$ cat src/common/ooo_pkg.sv
package ooo_pkg;

  // issue and retire width
  localparam int width = 2;

  // register file sizes
  localparam int num_arch = 32;
  localparam int num_phys = 64;

  // reorder buffer depth
  localparam int num_rob = 16;

  // physical registers beyond the identity mapping
  localparam int num_free = num_phys - num_arch;

  // architectural register, 0 means no destination
  typedef logic [$clog2(num_arch)-1:0] arch_t;

  typedef logic [$clog2(num_phys)-1:0] phys_t;

  typedef logic [$clog2(num_rob)-1:0] rob_idx_t;

  // occupancy, one bit wider so a full buffer can be counted
  typedef logic [$clog2(num_rob):0] rob_cnt_t;

  // extra msb tells full from empty
  typedef logic [$clog2(num_free):0] fl_ptr_t;

  typedef enum logic [1:0] {
    rob_run,
    rob_drain,
    rob_recover,
    rob_halted
  } rob_state_t;

endpackage

$ cat src/logic/arch_map.sv
`timescale 1ns/1ps

module arch_map
  import ooo_pkg::*;
(
  input  logic             clock,
  input  logic             reset,
  input  logic [width-1:0] retire_en,
  input  arch_t            retire_dest [width],
  input  phys_t            retire_phys [width],
  output phys_t            committed_map [num_arch]
);

  always_ff @(posedge clock) begin
    if (reset) begin
      for (int i = 0; i < num_arch; i++) begin
        committed_map[i] <= phys_t'(i);
      end
    end else begin
      // slot order, so the younger retirement wins
      for (int i = 0; i < width; i++) begin
        if (retire_en[i] && (retire_dest[i] != '0)) begin
          committed_map[retire_dest[i]] <= retire_phys[i];
        end
      end
    end
  end

endmodule

$ cat src/logic/ooo_backend.sv
`timescale 1ns/1ps

module ooo_backend
  import ooo_pkg::*;
(
  input  logic             clock,
  input  logic             reset,
  input  logic             dispatch_en,
  input  arch_t            dispatch_dest [width],
  input  logic [width-1:0] dispatch_halt,
  input  logic [width-1:0] complete_en,
  input  rob_idx_t         complete_idx [width],
  input  logic             rollback_en,
  input  rob_idx_t         rollback_idx,
  output logic             dispatch_ready,
  output rob_idx_t         dispatch_rob_idx [width],
  output phys_t            dispatch_phys [width],
  output logic [width-1:0] retire_en,
  output arch_t            retire_dest [width],
  output phys_t            retire_phys [width],
  output phys_t            retire_told [width],
  output logic             halted
);

  phys_t            dispatch_told [width];
  fl_ptr_t          free_count;
  logic             recover;
  phys_t            committed_map [num_arch];
  logic [width-1:0] commit_en;

  // only real destinations consumed a free-list entry
  always_comb begin
    for (int i = 0; i < width; i++) begin
      commit_en[i] = retire_en[i] && (retire_dest[i] != '0);
    end
  end

  reorder_buffer i_reorder_buffer (
    .clock            (clock),
    .reset            (reset),
    .dispatch_en      (dispatch_en),
    .dispatch_dest    (dispatch_dest),
    .dispatch_halt    (dispatch_halt),
    .dispatch_phys    (dispatch_phys),
    .dispatch_told    (dispatch_told),
    .free_count       (free_count),
    .complete_en      (complete_en),
    .complete_idx     (complete_idx),
    .rollback_en      (rollback_en),
    .rollback_idx     (rollback_idx),
    .dispatch_ready   (dispatch_ready),
    .dispatch_rob_idx (dispatch_rob_idx),
    .retire_en        (retire_en),
    .retire_dest      (retire_dest),
    .retire_phys      (retire_phys),
    .retire_told      (retire_told),
    .recover          (recover),
    .halted           (halted)
  );

  free_list i_free_list (
    .clock        (clock),
    .reset        (reset),
    .alloc_en     (dispatch_en),
    .alloc_dest   (dispatch_dest),
    .release_en   (retire_en),
    .release_phys (retire_told),
    .commit_en    (commit_en),
    .recover      (recover),
    .alloc_phys   (dispatch_phys),
    .free_count   (free_count)
  );

  map_table i_map_table (
    .clock         (clock),
    .reset         (reset),
    .write_en      (dispatch_en),
    .write_dest    (dispatch_dest),
    .write_phys    (dispatch_phys),
    .recover       (recover),
    .committed_map (committed_map),
    .told          (dispatch_told)
  );

  arch_map i_arch_map (
    .clock         (clock),
    .reset         (reset),
    .retire_en     (retire_en),
    .retire_dest   (retire_dest),
    .retire_phys   (retire_phys),
    .committed_map (committed_map)
  );

endmodule

$ cat src/rename/free_list.sv
`timescale 1ns/1ps

module free_list
  import ooo_pkg::*;
(
  input  logic             clock,
  input  logic             reset,
  input  logic             alloc_en,
  input  arch_t            alloc_dest [width],
  input  logic [width-1:0] release_en,
  input  phys_t            release_phys [width],
  input  logic [width-1:0] commit_en,
  input  logic             recover,
  output phys_t            alloc_phys [width],
  output fl_ptr_t          free_count
);

  phys_t            queue [num_free];

  fl_ptr_t          alloc_ptr;
  fl_ptr_t          commit_ptr;
  fl_ptr_t          release_ptr;
  fl_ptr_t          alloc_next;
  fl_ptr_t          commit_next;
  fl_ptr_t          release_next;
  fl_ptr_t          release_slot [width];
  logic [width-1:0] release_write;

  assign free_count = release_ptr - alloc_ptr;

  // next entries in order, slots without a destination take none
  always_comb begin
    alloc_next = alloc_ptr;
    for (int i = 0; i < width; i++) begin
      alloc_phys[i] = '0;
      if (alloc_dest[i] != '0) begin
        alloc_phys[i] = queue[alloc_next[$clog2(num_free)-1:0]];
        alloc_next    = alloc_next + fl_ptr_t'(1);
      end
    end
  end

  always_comb begin
    release_next = release_ptr;
    commit_next  = commit_ptr;
    for (int i = 0; i < width; i++) begin
      release_write[i] = release_en[i] && (release_phys[i] != '0);
      release_slot[i]  = release_next;
      if (release_write[i]) begin
        release_next = release_next + fl_ptr_t'(1);
      end
      if (commit_en[i]) begin
        commit_next = commit_next + fl_ptr_t'(1);
      end
    end
  end

  always_ff @(posedge clock) begin
    if (reset) begin
      for (int i = 0; i < num_free; i++) begin
        queue[i] <= phys_t'(num_arch + i);
      end
      alloc_ptr   <= '0;
      commit_ptr  <= '0;
      release_ptr <= fl_ptr_t'(num_free);
    end else begin
      for (int i = 0; i < width; i++) begin
        if (release_write[i]) begin
          queue[release_slot[i][$clog2(num_free)-1:0]] <= release_phys[i];
        end
      end
      release_ptr <= release_next;
      commit_ptr  <= commit_next;
      // squashed allocations go back in one step
      if (recover) begin
        alloc_ptr <= commit_ptr;
      end else if (alloc_en) begin
        alloc_ptr <= alloc_next;
      end
    end
  end

endmodule

$ cat src/rename/map_table.sv
`timescale 1ns/1ps

module map_table
  import ooo_pkg::*;
(
  input  logic  clock,
  input  logic  reset,
  input  logic  write_en,
  input  arch_t write_dest [width],
  input  phys_t write_phys [width],
  input  logic  recover,
  input  phys_t committed_map [num_arch],
  output phys_t told [width]
);

  phys_t map [num_arch];

  // older slots in the same pair take precedence over the stored map
  always_comb begin
    for (int i = 0; i < width; i++) begin
      told[i] = map[write_dest[i]];
      for (int j = 0; j < i; j++) begin
        if (write_dest[j] == write_dest[i]) begin
          told[i] = write_phys[j];
        end
      end
      if (write_dest[i] == '0) begin
        told[i] = '0;
      end
    end
  end

  always_ff @(posedge clock) begin
    if (reset) begin
      for (int i = 0; i < num_arch; i++) begin
        map[i] <= phys_t'(i);
      end
    end else if (recover) begin
      map <= committed_map;
    end else if (write_en) begin
      // later slot wins on a shared destination
      for (int i = 0; i < width; i++) begin
        if (write_dest[i] != '0) begin
          map[write_dest[i]] <= write_phys[i];
        end
      end
    end
  end

endmodule

$ cat src/rob/reorder_buffer.sv
`timescale 1ns/1ps

module reorder_buffer
  import ooo_pkg::*;
(
  input  logic             clock,
  input  logic             reset,
  input  logic             dispatch_en,
  input  arch_t            dispatch_dest [width],
  input  logic [width-1:0] dispatch_halt,
  input  phys_t            dispatch_phys [width],
  input  phys_t            dispatch_told [width],
  input  fl_ptr_t          free_count,
  input  logic [width-1:0] complete_en,
  input  rob_idx_t         complete_idx [width],
  input  logic             rollback_en,
  input  rob_idx_t         rollback_idx,
  output logic             dispatch_ready,
  output rob_idx_t         dispatch_rob_idx [width],
  output logic [width-1:0] retire_en,
  output arch_t            retire_dest [width],
  output phys_t            retire_phys [width],
  output phys_t            retire_told [width],
  output logic             recover,
  output logic             halted
);

  logic [num_rob-1:0] valid;
  logic [num_rob-1:0] complete;
  logic [num_rob-1:0] halt;
  arch_t              dest [num_rob];
  phys_t              phys [num_rob];
  phys_t              told [num_rob];

  rob_idx_t           head;
  rob_idx_t           tail;
  rob_cnt_t           count;
  rob_state_t         state;
  rob_state_t         state_next;

  rob_idx_t           slot_head [width];
  rob_idx_t           roll_off;
  rob_cnt_t           retire_num;
  logic               retire_ok;
  logic               halt_retire;
  logic               rollback_ok;
  logic [num_rob-1:0] squash;

  // a full pair must fit in both the buffer and the free list
  assign dispatch_ready = (state == rob_run) && !rollback_en &&
                          (count <= rob_cnt_t'(num_rob - width)) &&
                          (free_count >= fl_ptr_t'(width));

  assign recover = (state == rob_recover);
  assign halted  = (state == rob_halted);

  // retirement holds while a rollback is presented
  assign retire_ok   = (state == rob_run || state == rob_drain) && !rollback_en;
  assign rollback_ok = rollback_en && (state == rob_run) && valid[rollback_idx];
  assign roll_off    = rollback_idx - head;

  always_comb begin
    for (int i = 0; i < width; i++) begin
      slot_head[i]        = head + rob_idx_t'(i);
      dispatch_rob_idx[i] = tail + rob_idx_t'(i);
    end
    retire_en[0] = retire_ok && valid[slot_head[0]] && complete[slot_head[0]];
    // a younger slot needs the older one retiring and not a halt
    for (int i = 1; i < width; i++) begin
      retire_en[i] = retire_en[i-1] && !halt[slot_head[i-1]] &&
                     valid[slot_head[i]] && complete[slot_head[i]];
    end
  end

  always_comb begin
    retire_num  = '0;
    halt_retire = 1'b0;
    for (int i = 0; i < width; i++) begin
      retire_dest[i] = dest[slot_head[i]];
      retire_phys[i] = phys[slot_head[i]];
      retire_told[i] = told[slot_head[i]];
      retire_num     = retire_num + rob_cnt_t'(retire_en[i]);
      halt_retire    = halt_retire || (retire_en[i] && halt[slot_head[i]]);
    end
  end

  // younger than the rollback point, measured from head
  always_comb begin
    for (int i = 0; i < num_rob; i++) begin
      squash[i] = valid[i] && (rob_idx_t'(i - head) > roll_off);
    end
  end

  always_comb begin
    state_next = state;
    unique case (state)
      rob_run: begin
        if (halt_retire) begin
          state_next = rob_halted;
        end else if (rollback_ok) begin
          state_next = rob_drain;
        end
      end
      rob_drain: begin
        if (halt_retire) begin
          state_next = rob_halted;
        end else if (count == '0) begin
          state_next = rob_recover;
        end
      end
      rob_recover: state_next = rob_run;
      rob_halted:  state_next = rob_halted;
    endcase
  end

  always_ff @(posedge clock) begin
    if (reset) begin
      valid <= '0;
      head  <= '0;
      tail  <= '0;
      count <= '0;
      state <= rob_run;
    end else begin
      state <= state_next;
      if (rollback_ok) begin
        valid <= valid & ~squash;
        tail  <= rollback_idx + rob_idx_t'(1);
        count <= rob_cnt_t'(roll_off) + rob_cnt_t'(1);
      end else begin
        for (int i = 0; i < width; i++) begin
          if (retire_en[i]) begin
            valid[slot_head[i]] <= 1'b0;
          end
          if (dispatch_en) begin
            valid[dispatch_rob_idx[i]] <= 1'b1;
          end
        end
        head  <= head + rob_idx_t'(retire_num);
        if (dispatch_en) begin
          tail <= tail + rob_idx_t'(width);
        end
        count <= count + (dispatch_en ? rob_cnt_t'(width) : '0) - retire_num;
      end
    end
  end

  // entry payload, only meaningful while valid
  always_ff @(posedge clock) begin
    for (int i = 0; i < width; i++) begin
      if (complete_en[i] && valid[complete_idx[i]]) begin
        complete[complete_idx[i]] <= 1'b1;
      end
    end
    if (dispatch_en) begin
      for (int i = 0; i < width; i++) begin
        // halts need no execution
        complete[dispatch_rob_idx[i]] <= dispatch_halt[i];
        halt[dispatch_rob_idx[i]]     <= dispatch_halt[i];
        dest[dispatch_rob_idx[i]]     <= dispatch_dest[i];
        phys[dispatch_rob_idx[i]]     <= dispatch_phys[i];
        told[dispatch_rob_idx[i]]     <= dispatch_told[i];
      end
    end
  end

endmodule

$ cat config.mk
export PLATFORM = sky130hd
export DESIGN_NAME = ooo_backend
export DESIGN_NICKNAME = d
export VERILOG_FILES = /design/src/common/ooo_pkg.sv /design/src/logic/arch_map.sv /design/src/logic/ooo_backend.sv /design/src/rename/free_list.sv /design/src/rename/map_table.sv /design/src/rob/reorder_buffer.sv
export SDC_FILE = /design/constraint.sdc
export NUM_CORES = 2
export LEC_CHECK = 0
export BUFFER_PORTS_ARGS = -buffer_cell sky130_fd_sc_hd__buf_2
export CORE_MARGIN = 2
export CORE_UTILIZATION = 42
export CTS_BUF_LIST = sky130_fd_sc_hd__clkbuf_4
export CTS_CLUSTER_SIZE = 20
export DETAILED_ROUTE_END_ITERATION = 16
export GPL_TIMING_DRIVEN = 0
export PLACE_DENSITY = 0.59
export SLEW_MARGIN = 20
export SYNTH_ARGS = -nofsm -noshare
export SYNTH_HDL_FRONTEND = slang
export SYNTH_SLANG_ARGS = --single-unit
$ cat constraint.sdc
create_clock -name clock -period 6.9 [get_ports clock]
set_input_delay 0.69 -clock clock [delete_from_list [all_inputs] [get_ports clock]]
set_output_delay 0.69 -clock clock [all_outputs]
set_load 0.01 [all_outputs]
Word-level counts from Yosys, hierarchy flattened
Memories as Yosys holds them, arrays and structs flattened. A register that Yosys moved wholly into a read port is not among the register bits.
Cells that the tools add are included.
{"block": "totals", "register_bits": 465, "latch_bits": 0, "ram_bits": 464, "rom_bits": 0, "input_bits": 30, "output_inout_bits": 58, "wordCells": 356, "n_memories": 4}
{"name": "i_free_list.queue", "words": 32, "width": 6, "rd": 2, "rd_clocked_by_memory_dff": 1, "wr": 32, "line": "free_list.sv:18", "text": "phys_t queue [num_free];"}
{"name": "i_reorder_buffer.phys", "words": 16, "width": 6, "rd": 2, "rd_clocked_by_memory_dff": 1, "wr": 2, "line": "reorder_buffer.sv:32", "text": "phys_t phys [num_rob];"}
{"name": "i_reorder_buffer.told", "words": 16, "width": 6, "rd": 2, "rd_clocked_by_memory_dff": 1, "wr": 2, "line": "reorder_buffer.sv:33", "text": "phys_t told [num_rob];"}
{"name": "i_reorder_buffer.dest", "words": 16, "width": 5, "rd": 2, "rd_clocked_by_memory_dff": 1, "wr": 2, "line": "reorder_buffer.sv:31", "text": "arch_t dest [num_rob];"}
{"block": "op_classes", "add_sub_neg": 33, "n_mul": 0, "div": 0, "order_cmp": 39, "eq_ne": 6, "shifts": 0, "mux": 122, "bitwise": 14, "reduce_logical": 64}
{"op": "192-bit two-way mux", "count": 10}
{"op": "192-bit bitwise mux", "count": 4}
{"op": "16-bit two-way mux", "count": 14}
{"op": "6-bit two-way mux", "count": 23}
{"op": "6-bit demux with 5-bit select", "count": 4}
{"op": "16-bit bitwise mux", "count": 4}
{"op": "4-bit greater-than comparator", "count": 16}
{"op": "16-bit bitwise OR", "count": 4}
{"op": "6-bit binary-select mux with 5-bit select", "count": 2}
{"op": "16-bit AND", "count": 3}
{"op": "16-bit NOT", "count": 3}
{"op": "1-bit logical AND", "count": 45}
{"op": "6-bit by 1-bit adder with 6-bit output (second input constant)", "count": 6}
{"op": "1-bit binary-select mux with 4-bit select", "count": 9}
{"op": "4-bit by 5-bit < comparator with 1-bit output (second input constant)", "count": 7}
{"op": "4-bit two-way mux", "count": 8}
{"op": "4-bit subtractor (first input constant)", "count": 8}
{"op": "1-bit two-way mux", "count": 27}
{"op": "5-bit two-way mux", "count": 5}
{"op": "1-bit demux with 4-bit select", "count": 6}
{"op": "4-bit by 1-bit greater-or-equal comparator with 1-bit output (second input constant)", "count": 6}
{"op": "6-bit greater-or-equal comparator (second input constant)", "count": 4}
{"op": "6-bit by 1-bit < comparator with 1-bit output (second input constant)", "count": 4}
{"op": "5-bit NOT with 6-bit output", "count": 4}
{"op": "other kinds (30)", "count": 52}

Depth between registers and ports, before layout
{"block": "depth", "word_depth": 20, "mapped_depth": 23, "mapped_depth_nobuf": 19}

Cells and area by module
Synthesis repeated with hierarchy kept, for this count alone.
{"block": "unflattened", "cells_unflattened": 6375, "hier_area_um2": 62362.3}
{"module": "reorder_buffer", "instances": 1, "cells_per_inst": 1607, "area_per_inst_um2": 22091.2, "seq_area_each_um2": 9669.3}
{"module": "map_table", "instances": 1, "cells_per_inst": 2103, "area_per_inst_um2": 16101.7, "seq_area_each_um2": 3843.7}
{"module": "free_list", "instances": 1, "cells_per_inst": 1470, "area_per_inst_um2": 14655.3, "seq_area_each_um2": 6226.0}
{"module": "arch_map", "instances": 1, "cells_per_inst": 1191, "area_per_inst_um2": 9484.1, "seq_area_each_um2": 3843.7}
{"module": "ooo_backend", "instances": 1, "cells_per_inst": 4, "area_per_inst_um2": 30.0, "seq_area_each_um2": 0.0}

Worst setup path before layout
No wires, ideal clock.
{"block": "synth_timing", "kind": "register -> register", "start": "reg i_reorder_buffer.head[0]", "end": "reg i_reorder_buffer.count[3]", "setup_ps": 86, "arrival_time_ps": 4857, "t_required_ps": 6814, "setup_slack_ps": 1957, "stages_incl_launch_ff": 21, "n_path_buf": 5, "synth_period_minus_slack_ps": 4943, "path_cell_list": "dfxtp_1 -> buf_2 -> clkinv_1 -> ha_1 -> clkbuf_1 -> buf_2 -> inv_1 -> mux4_2 -> or3_1 -> buf_2 -> buf_2 -> inv_1 -> ha_1 -> fa_1 -> inv_1 -> ha_1 -> inv_1 -> fa_1 -> xor2_1 -> nor2_1 -> a211oi_1"}
{"block": "synth_between", "elab_chain_len": 10, "elab_cells_between_ends": 22, "classes_between": "5 x add/sub; 11 x mux; 6 x reduce/logical"}
{"element": "start: declaration", "line": "reorder_buffer.sv:35", "text": "rob_idx_t head;"}
{"element": "start signal: assignment", "line": "reorder_buffer.sv:138", "text": "head <= head + rob_idx_t'(retire_num);"}
{"element": "parallel branches: the longest is 6 deep, another holds 4-bit by 1-bit adder with 4-bit output"}
{"element": "1-bit logical AND *", "line": "reorder_buffer.sv:71", "text": "valid[slot_head[i]] && complete[slot_head[i]];"}
{"element": "via retire_en[1]", "line": "ooo_backend.sv:18", "text": "output logic [width-1:0] retire_en,"}
{"element": "1-bit by 1-bit adder with 2-bit output *", "line": "reorder_buffer.sv:82", "text": "retire_num = retire_num + rob_cnt_t'(retire_en[i]);"}
{"element": "5-bit subtractor *", "line": "reorder_buffer.sv:142", "text": "count <= count + (dispatch_en ? rob_cnt_t'(width) : '0) - retire_num;"}
{"element": "5-bit two-way mux *", "line": "reorder_buffer.sv:125", "text": "if (rollback_ok) begin"}
{"element": "end signal: assignment", "line": "reorder_buffer.sv:128", "text": "count <= rob_cnt_t'(roll_off) + rob_cnt_t'(1);"}
{"element": "end signal: assignment", "line": "reorder_buffer.sv:142"}
{"element": "end: declaration", "line": "reorder_buffer.sv:37", "text": "rob_cnt_t count;"}
Mark *: on every way through the listed nets, which the timed path passes. The select of a mux whose other input is x is not followed.
A chain may end at the register's enable or synchronous reset.

==> summary.txt <==
Most numerous cell types in the synthesized netlist - sky130_fd_sc_hd__nand2_1, sky130_fd_sc_hd__nor2_1, sky130_fd_sc_hd__edfxtp_1
Critical path capture point type - primary output
Worst Setup Slack, final - -0.151 ns
Max-slew violation count - 0
GRT Overall Usage - 43.3%
Die Y - 381 um
Xor-xnor portion of the synthesized cell area - 0.967%
Number of buffers on the longest clock path - 4
DRT Wirelength - 324 mm
Post-route antenna net violation count - 0
Most used flip-flop cell after synthesis - sky130_fd_sc_hd__edfxtp_1
Total power of the final layout - 16.6 mW
Crit-path most repeated cell - sky130_fd_sc_hd__buf_2
Number of ports placed on the die boundary - 88
Global-route wire length before repair - 437 mm
Sequential standard cell area - 0.0236 mm^2
Data arrival at the endpoint of the critical path - 6.36 ns
Internal power contribution - 10.2 mW
CP peak stage delay - 0.68 ns
Synth warnings - 0
Fraction of synthesized cell area taken by the top area cell type - 24.2%
CP max stage cell - sky130_fd_sc_hd__mux2i_1
Simple-gate share of the synthesized area - 13.6%
Sink count of the clock tree - 938
Root buffer cell - sky130_fd_sc_hd__clkbuf_4
VDD IR-drop max - 0.000163 V
Detailed-route DRC error count - 0
Clock tree skew after final layout - 0.161 ns
Fraction of synthesis flops using an asynchronous set or reset pin - 0%
Setup slack of the worst register-to-register path - 0.03 ns
Clk Latency, worst-skew pair - 1.44 ns
Initial antenna violation count - 28
HPWL reported at the end of detailed placement - 243 mm
Multi-input gate area - 0.0341 mm^2
Number of failing hold endpoints at the final stage - 0
Average wire length per cell after detail routing - 39.1 um
EDFF count, synth - 480
Adder-cell share of the synthesized area - 1.92%
Number of levels in the clock H-tree - 5
Post-Synthesis Mean Instance Area - 10.3 um^2
Flops & latches, synth - 938
Gr ovfl total - 0
Worst Max-Slew Pin Slew - 1.36 ns
Count leader, synth - sky130_fd_sc_hd__nand2_1
Nets - 6327
Routed via count divided by cell count - 7.01
# Max-Cap Violations - 0
Finished Core Util - 47.6%
Relative contribution of the clock network to total power - 33.1%
Maximum number of pins on one net before global-route repair - 20
Share of the yosys chip area belonging to registers - 39.5%
Worst setup SP type - primary input
Netlist area before placement - 0.0597 mm^2
Run status - finished, violations left
Combinational power share - 28.3%
Required time at the worst-slack endpoint - 6.21 ns
Worst hold path class - in -> reg
Final number of setup-violating endpoints - 2
Area grow syn2layout - 12.6%
Routability-driven placement congestion ratio - 1.09
Initial Utilization - 42.2%
Number of stages on the worst hold path - 5
Achievable Freq - 142 MHz
Fraction of layout cells with a size suffix above 1 - 22.6%
Most area-consuming cells after synthesis - sky130_fd_sc_hd__edfxtp_1, sky130_fd_sc_hd__dfxtp_1, sky130_fd_sc_hd__mux4_2
Die extent in x - 381 um
Crit Path Category - in -> out
Number of vias in the routed layout - 58102
Final cycle utilization of the critical path - 102%
Leakage dissipation - 24.1 nW
Cell type with the largest total area after synthesis - sky130_fd_sc_hd__edfxtp_1
Post-Synthesis Net Count - 5900
Number of buffers created by CTS - 295
Dominant combinational cell family by area after synthesis - multiplexers
Number of filler cells placed in the layout - 13608
I/O Buffers - 74
Headroom to the max-slew limit - 9.27%
Total number of placement rows - 138
Drt first-iter violations - 9709
Number of cells traversed by the worst register-to-register path - 18
Synthesized-area fraction occupied by ao, oa, aoi and oai cells - 14.8%
Failing checks - negative setup slack
Core Footprint - 0.141 mm^2
Count of cell types in the netlist - 91
Areal power density over the cells - 247 mW/mm^2
Instance count of the mapped netlist - 5782
Switching power - 6.42 mW
Net switching share of the total power - 38.7%
CTS tree - done
Register share of total power - 38.6%
Highest net fanout along the worst path - 10
Number of iterations in the first detailed-routing pass - 9
Die outline area - 0.145 mm^2
Min Tclk post-route - 7.05 ns
Share of cell area taken by muxes after synthesis - 24.9%
Clock Pin Slew Worst Setup and Hold Paths - 0.06 ns
Vias in the first global route - 54500
Cell Chain, Critical Path - buf_2, or3_1, nor3_2, buf_2, xnor2_1, clkdlybuf4s15_2, mux4_2, mux2i_1, a22oi_2, nand3_1, clkbuf_1, inv_1, buf_2
-- timing repair --
action	CTS	global route
hold endpoints to repair	31	0
buffers inserted	3	5
hold buffers	19	0
pin swaps	1	1
resized for setup	36	22
endpoints found under the setup margin	429	64
-- layout make-up --
cell class	instances	share of cell area, %
Timing Repair Buffer	132	1.73
Inverter	82	0.475
Buffer	559	3.45
Antenna cell	22	0.0819
Clock inverter	52	0.339
Multi-Input combinational cell	4201	50.7
Clock buffer	414	4.63
Tap cell	1890	3.52
Sequential cell	938	35.1
-- logic make-up after synthesis --
family | Yosys count
muxes | 983
xor gates and xnor gates | 65
AOI/OAI and AO/OA | 1330
DFF | 938
and+or+nand+nor | 1735
buffers and inverters | 643
adders and majority gates | 88
-- state kept, by name (all words and copies together), names as in the netlist, named ones only --
register                   cells
i_arch_map.committed_map     192
i_free_list.queue            192
i_map_table.map              192
i_reorder_buffer.phys         96
i_reorder_buffer.told         96
i_reorder_buffer.dest         80
i_reorder_buffer.complete     16
i_reorder_buffer.halt         16
i_reorder_buffer.valid        16
i_free_list.alloc_ptr          6
i_free_list.commit_ptr         6
i_free_list.release_ptr        6
i_reorder_buffer.count         5
i_reorder_buffer.head          4
i_reorder_buffer.tail          4
i_reorder_buffer.state         2
-- stage by stage --
stage	area [um^2]	setup WS [ns]	setup TNS (ns)	cells	hold slack, ns
2_1_floorplan	59700	1.96	0	5782	0.448
3_3_place_gp	62400	-1.32	-263.24	7746	0.458
3_5_place_dp	63400	-0.998	-160.02	7777	0.462
4_1_cts	67000	0.0173	0	8263	0.00368
5_1_grt	67200	-0.00395	-0.00654	8274	0.104
6_report	67200	-0.151	-0.194	8290	0.0596
-- layer usage --
layer | track usage, % | part of all wire [%] | routed length [um]
met5 | 0.0992 | 0.027 | 88
met4 | 29.2 | 8.2 | 26500
met3 | 18.3 | 15 | 49200
met2 | 60.9 | 40 | 131000
met1 | 53.9 | 36 | 117000
-- cells in the final DEF (no fill, tap or decap), types with 72 or more instances in the layout --
| master | count |
|---|---|
| sky130_fd_sc_hd__mux2i_1 | 395 |
| sky130_fd_sc_hd__a31oi_1 | 77 |
| sky130_fd_sc_hd__o211ai_1 | 102 |
| sky130_fd_sc_hd__a211oi_1 | 147 |
| sky130_fd_sc_hd__and3_1 | 177 |
| sky130_fd_sc_hd__clkbuf_4 | 415 |
| sky130_fd_sc_hd__nand3_1 | 142 |
| sky130_fd_sc_hd__nor3_1 | 86 |
| sky130_fd_sc_hd__a21oi_1 | 309 |
| sky130_fd_sc_hd__a2111oi_0 | 72 |
| sky130_fd_sc_hd__o221ai_1 | 89 |
| sky130_fd_sc_hd__clkbuf_1 | 431 |
| sky130_fd_sc_hd__o21ai_0 | 253 |
| sky130_fd_sc_hd__nor2_1 | 474 |
| sky130_fd_sc_hd__buf_2 | 125 |
| sky130_fd_sc_hd__nand2_1 | 564 |
| sky130_fd_sc_hd__mux2_2 | 198 |
| sky130_fd_sc_hd__ha_1 | 81 |
| sky130_fd_sc_hd__or2_2 | 77 |
| sky130_fd_sc_hd__edfxtp_1 | 480 |
| sky130_fd_sc_hd__dfxtp_1 | 458 |
| sky130_fd_sc_hd__mux4_2 | 381 |
-- critical path, delay by kind of cell --
family                 cells  cell delay (ns)
multiplexers               2             1.27
AO/OA/AOI/OAI              1             0.46
XOR/XNOR                   1             0.36
buffers and inverters      6             1.85
AND/OR/NAND/NOR            3             1.68
-- path summary, 6_finish.rpt --
| kind | startpoint | to |
|---|---|---|
| hold / removal | dispatch_dest[2] | i_map_table.map[180]$_SDFFE_PP1N_ |
| hold reg to reg | i_arch_map.committed_map[189]$_SDFF_PP0_ | i_arch_map.committed_map[189]$_SDFF_PP0_ |
| setup / recovery | dispatch_dest[9] | dispatch_phys[2] |
| setup reg to reg | i_reorder_buffer.head[0]$_SDFFE_PP0N_ | i_free_list.queue[15][2]$_DFFE_PP_ |
-- power groups by stage --
stage / combinational, mW / clock [mW] / sequential [mW]
after global placement: 4.22 / 0 / 6.51
after CTS: 4.39 / 5.45 / 6.39
after global routing: 4.71 / 5.74 / 6.41
final: 4.69 / 5.50 / 6.41
after floorplan: 2.29 / 0 / 6.39
after detailed placement: 4.34 / 0 / 6.51
(Power assumes the default switching activity.)
